$ cat src/common/muldiv_consts.svh
`ifndef MULDIV_CONSTS_SVH
`define MULDIV_CONSTS_SVH

// operand and result word width
`define MULDIV_W 64

// serial lanes in the cluster
`define MULDIV_LANES 4

// request tag, returned with the result
`define MULDIV_TAG_W 4

// lane busy cycles, start strobe to done strobe
// full width: 64 iterations plus finishing stages
`define MULDIV_MUL_CYCLES 66
`define MULDIV_DIV_CYCLES 67
// word mode: 32 iterations plus the same finishing stages
`define MULDIV_MULW_CYCLES 34
`define MULDIV_DIVW_CYCLES 35

`endif

$ cat src/common/mulDivPkg.sv
`default_nettype none

`include "muldiv_consts.svh"

package mulDivPkg;

	// bit 1 selects divide, bit 0 selects signed
	typedef enum logic [1:0]
	{
		opMulU = 2'd0,
		opMulS = 2'd1,
		opDivU = 2'd2,
		opDivS = 2'd3
	} mulDivOp_t;

	// one bit per lane, used for free and start vectors
	typedef logic [`MULDIV_LANES-1:0] laneMask_t;

	// request as it enters the cluster
	// also the job handed from dispatcher to lane
	typedef struct packed
	{
		mulDivOp_t op;
		// word mode, low 32 bits of each operand only
		logic word;
		logic [`MULDIV_TAG_W-1:0] tag;
		// multiplicand / dividend
		logic [`MULDIV_W-1:0] a;
		// multiplier / divisor
		logic [`MULDIV_W-1:0] b;
	} mulDivReq_t;

	// finished result, tagged
	// mul: lo/hi halves of the product
	// div: quotient in lo, remainder in hi
	typedef struct packed
	{
		logic [`MULDIV_TAG_W-1:0] tag;
		logic [`MULDIV_W-1:0] lo;
		logic [`MULDIV_W-1:0] hi;
	} mulDivRes_t;

endpackage

`default_nettype wire

$ cat src/logic/opDispatch.sv
`default_nettype none

module opDispatch
(
	input wire logic clock,
	input wire logic arstN,
	input wire logic reqValid,
	input wire mulDivPkg::mulDivReq_t req,
	input wire mulDivPkg::laneMask_t laneFree,
	output mulDivPkg::laneMask_t laneStart,
	output mulDivPkg::mulDivReq_t laneJob,
	output logic reqReject
);

	localparam int Lanes = $bits(mulDivPkg::laneMask_t);

	// lanes really available this cycle
	mulDivPkg::laneMask_t avail;
	// one-hot choice, lowest free lane wins
	mulDivPkg::laneMask_t pick;

	// collector marks a lane busy one cycle after its start strobe,
	// so the lane being started right now still looks free there
	assign avail = laneFree & ~laneStart;

	// priority encoder, walk down so the lowest index is the last to win
	always_comb
	begin
		pick = '0;
		for (int i = Lanes - 1; i >= 0; i--)
		begin
			if (avail[i])
			begin
				pick = '0;
				pick[i] = 1'b1;
			end
		end
	end

	// start mask and reject strobe, one cycle after the request
	always_ff @(posedge clock or negedge arstN)
	begin
		if (!arstN)
		begin
			laneStart <= '0;
			reqReject <= 1'b0;
		end
		else
		begin
			// strobes, so both drop back low without a request
			laneStart <= reqValid ? pick : '0;
			// no back-pressure, all lanes taken means the request is lost
			reqReject <= reqValid && (avail == '0);
		end
	end

	// shared job bus, only the lane with its start bit set loads it
	always_ff @(posedge clock)
	begin
		if (reqValid)
		begin
			laneJob <= req;
		end
	end

endmodule

`default_nettype wire

$ cat config.mk
export PLATFORM = sky130hd
export DESIGN_NAME = opDispatch
export DESIGN_NICKNAME = d
export VERILOG_FILES = /design/src/common/mulDivPkg.sv /design/src/logic/opDispatch.sv
export VERILOG_INCLUDE_DIRS = /design/src /design/src/common
export SDC_FILE = /design/constraint.sdc
export NUM_CORES = 1
export LEC_CHECK = 0
export BUFFER_PORTS_ARGS = -buffer_cell sky130_fd_sc_hd__buf_2
export CORE_AREA = 4 4 113 115
export CTS_CLUSTER_DIAMETER = 200
export DETAILED_ROUTE_END_ITERATION = 10
export DIE_AREA = 0 0 117 119
export PLACE_DENSITY_LB_ADDON = 0.2
export SLEW_MARGIN = 15
export SYNTH_ARGS = -nofsm -noshare
export SYNTH_HDL_FRONTEND = slang
export SYNTH_SLANG_ARGS = --single-unit
$ cat constraint.sdc
create_clock -name clock -period 0.8 [get_ports clock]
set_clock_uncertainty 0.05 [all_clocks]
set_input_delay 0.24 -clock clock [delete_from_list [all_inputs] [get_ports clock]]
set_output_delay 0.24 -clock clock [all_outputs]
set_load 0.005 [all_outputs]
==> metrics.yaml, run 1 <==
clock-sinks: 140
avgSynthCellArea_um2: 28.07
root_buffer: "clkbuf_16"
syn_inst: 152
placed_cells: 592
die_x_um: 117
post-synth-top-count-cell: "edfxtp_1"
synth_edf_count: 135
ys_ff_latch: 140
synth_fp_nets: 294
status: "did not finish"
die_h_um: 119
ys_warn_count: 0
initial_core_util_pct: 36.12
clockBufferDepth: 2
h-tree-depth: 4
stop_error: "[ERROR RSZ-0060] Max buffer count reached."
row_count: 40
async_reset_ff_share_pct: 3.571
cts_setup_buffers: 1
syn_area_mm2: 0.004267
cts.repair.resized: 3
synth_cell_type_count: 10
dp_hpwl_mm: 8.547
lastStage: "4_1_cts"
ys.flop_type: "edfxtp_1"
gp_congestion: 0.7642
portBuffers: 281
ios: 282
synthTopCellsByCount: "edfxtp_1, dfrtp_1, inv_1"
cts_made_buffers: 17
yosysTopAreaCell: "edfxtp_1"
yosysSeqAreaShare_pct: 97.95
holdBufCountCts: 126
synthTopCellsByArea: "edfxtp_1, dfrtp_1, nand2b_2"
synth.top_cell.area_share_pct: 95.01
## cells by family after synthesis
group / synth area share (%)
flip-flops: 97.95
AND/OR/NAND/NOR: 1.320
buffers and inverters: 0.2639
AO/OA/AOI/OAI: 0.4690
## per-stage QoR
step / util [%] / TNS (ns) / area, um2 / setup slack [ns]
3_5_place_dp: 50.81 / -28.94 / 6001 / -0.2328
2_1_floorplan: - / -0.2026 / 4277 / -0.07968
3_3_place_gp: 50.81 / -27.82 / 6001 / -0.2200
==> run 2, diff against run 1 <==
- CORE_AREA: 4 4 113 115 -> 4 4 125 127
- CTS_CLUSTER_DIAMETER: 200 -> default
- DIE_AREA: 0 0 117 119 -> 0 0 129 131
- PLACE_DENSITY_LB_ADDON: 0.2 -> 0.15
- clock period: 0.8 -> 1.05 ns (I/O delays scaled with it)
==> run 2 against run 1 <==
The flow now finishes, with violations (negative setup slack); area after synthesis unchanged; synthesized cell count unchanged.
==> metrics.yaml, run 2 <==
cts.repair.resized: 0  # -3
n_antenna_cell: 0
grt_max_degree: 50
dp_hpwl_mm: 8.386  # -1.9%
synthToLayoutAreaGrowth_pct: 54.84
power.leakage_nw: 2.873
mostFrequentLayoutCell: "buf_2"
synth_cell_type_count: 10  # unchanged
synth_fp_nets: 294  # unchanged
antenna_found_initial: 0
fin_area_mm2: 0.006606
clock-sinks: 140  # unchanged
top_usage_layer: "met2"
yosysTopAreaCell: "edfxtp_1"
ios: 282  # unchanged
ir_worst_vdd_mv: 0.9256
cp-start-kind: "flip-flop"
layout_common_cells: "buf_2, edfxtp_1, clkbuf_16"
cp_cell_sequence: "buf_2"
reg_top3: "laneJob x135, laneStart x4, reqReject x1"
grt_pass1_wl_mm: 14.59
placed_cell_area_mm2: 0.005976  # -0.42%
slew_violations: 0
gr-usage-met2_pct: 18.38
remaining_drc_errors: 0
fmax_mhz: 760.2
root_buffer: "clkbuf_16"
core_mm2: 0.01442
dp_slack_ns: -0.1172  # +0.1155 ns
cp.required_ns: 0.68
drv_cap: 0
post-synth-top-count-cell: "edfxtp_1"
synth.top_cell.area_share_pct: 95.01  # unchanged
finalSetupViolations: 140
drive_above_1_share_pct: 67.72
cts_tree: "built"
initialDrtViolationCount: 67
row_count: 44  # +10%
wirelength_mm: 10.74
syn_inst: 152  # unchanged
clk_transition_reported_paths_ns: 0.06
ys.flop_type: "edfxtp_1"
power.total_w: 0.01367
regMostFlops: "laneJob"
gp_congestion: 0.7713  # +0.93%
post-route-min-period_ns: 1.315
tightest_slew_ns: 0.2618
synthTopCellsByArea: "edfxtp_1, dfrtp_1, nand2b_2"
portBuffers: 281  # unchanged
clockBufferDepth: 2  # unchanged
yosysSeqAreaShare_pct: 97.95  # unchanged
setup_tns_ns: -29.77
worstHoldPathType: "in2reg"
overflow: 0
synth_edf_count: 135  # unchanged
hold_viol: 0
placed_cells: 623  # +5.2%
critPathKind: "reg2out"
grt_pass1_vias: 2734
final_nets: 603
synthTopCellsByCount: "edfxtp_1, dfrtp_1, inv_1"
period_share_pct: 125.3
async_reset_ff_share_pct: 3.571  # unchanged
avgSynthCellArea_um2: 28.07  # unchanged
initial_core_util_pct: 29.58  # -6.5 points
power_density_mw_per_mm2: 2069
cts_made_buffers: 17  # unchanged
largest_reg_flops: 135
ant_nets: 0
cp_num_buf_inv: 1
rsz0062_at_grt: "true"
final_cell_count_no_fill: 658
track_usage_pct: 12.03
syn_area_mm2: 0.004267  # unchanged
die_area_mm2: 0.01690
cp_max_fo: 3
wire_per_inst_um: 16.32
h-tree-depth: 4  # unchanged
firstDrtPassIters: 4
clock_latency_ns: 0.41
crit_path_end_kind: "output pin"
status: "finished, violations left"
die_h_um: 131  # +10%
max_stage_delay_ns: 0.40
worst_ep_arrival_time_ns: 0.95
violations: "negative setup slack"
maxSlewHeadroom_pct: 82.55
vias: 2638
die_x_um: 129  # +10%
use_met1_pct: 13.28
ys_ff_latch: 140  # unchanged
grtUsageMet3_pct: 7.439
viasPerCell: 4.009
ys_warn_count: 0  # unchanged
slowest_stage: "dfrtp_1"
cp_top_family: "flip-flops"
fin_ws_ns: -0.2655
-- run 2: cell counts after synthesis --
No cell type changed its count.
-- run 2: final cells by class --
cell class,count,area (um2)
Fill cell,1321,7818
Sequential cell,140,4179
Timing Repair Buffer,290,1504
Clock buffer,18,429.2
Tap cell,184,230.2
Clock inverter,14,176.4
Multi-Input combinational cell,9,76.32
Inverter,3,11.26
-- run 2: cells by family (layout without fill, tap and decap cells) --
family	count (synthesis)	count (layout)	synth area share, %
and+or+nand+nor	7	7	1.320
DFF	140	140	97.95
AOI/OAI and AO/OA	2	2	0.4690
buffers and inverters	3	325	0.2639
-- run 2: worst paths after layout --
path,startpoint,end,slack [ns],cells past startpoint
min in group asynchronous,arstN,laneStart[0]$_DFF_PN0_,0.19,2
min reg2reg,laneStart[1]$_DFF_PN0_,laneStart[1]$_DFF_PN0_,0.51,2
max reg2reg,laneStart[0]$_DFF_PN0_,laneStart[3]$_DFF_PN0_,0.11,3
max in group asynchronous,arstN,reqReject$_DFF_PN0_,0.62,2
min,req[51],laneJob[51]$_DFFE_PP_,0.03,1
max,laneStart[2]$_DFF_PN0_,laneStart[2],-0.27,1
-- run 2: per-layer routing --
layer  wire, um  share of wire [%]  up-vias
met5          0                  0        -
met4        181                1.7        0
met3       1685                 16       15
met2       4915                 46      195
met1       3955                 37     1195
li1           -                  -     1233
-- run 2: timing repair --
item / 4_1_cts / 5_1_grt
setup buffers: 1 / 1
cloned: 0 / 0
setup endpoints to repair: 140 / 140
hold buffers: 1 / 0
hold endpoints to repair: 5 / 0
-- run 2: through the flow --
stage	util (%)	hold slack, ns
floorplan	-	-0.03059
global placement	41.43	0.09138
detailed placement	41.43	0.08858
CTS	45.75	0.001250
global route	45.80	0.003001
finish	45.80	0.02758
-- run 2: power by group --
group / total, W / internal (W) / switching (W)
combinational: 0.000923 / 0.000487 / 0.000436
sequential: 0.00671 / 0.00661 / 0.0000996
clock: 0.00604 / 0.00393 / 0.00211
total: 0.0137 / 0.0110 / 0.00265
No activity file was read; power rests on OpenSTA's default activity.
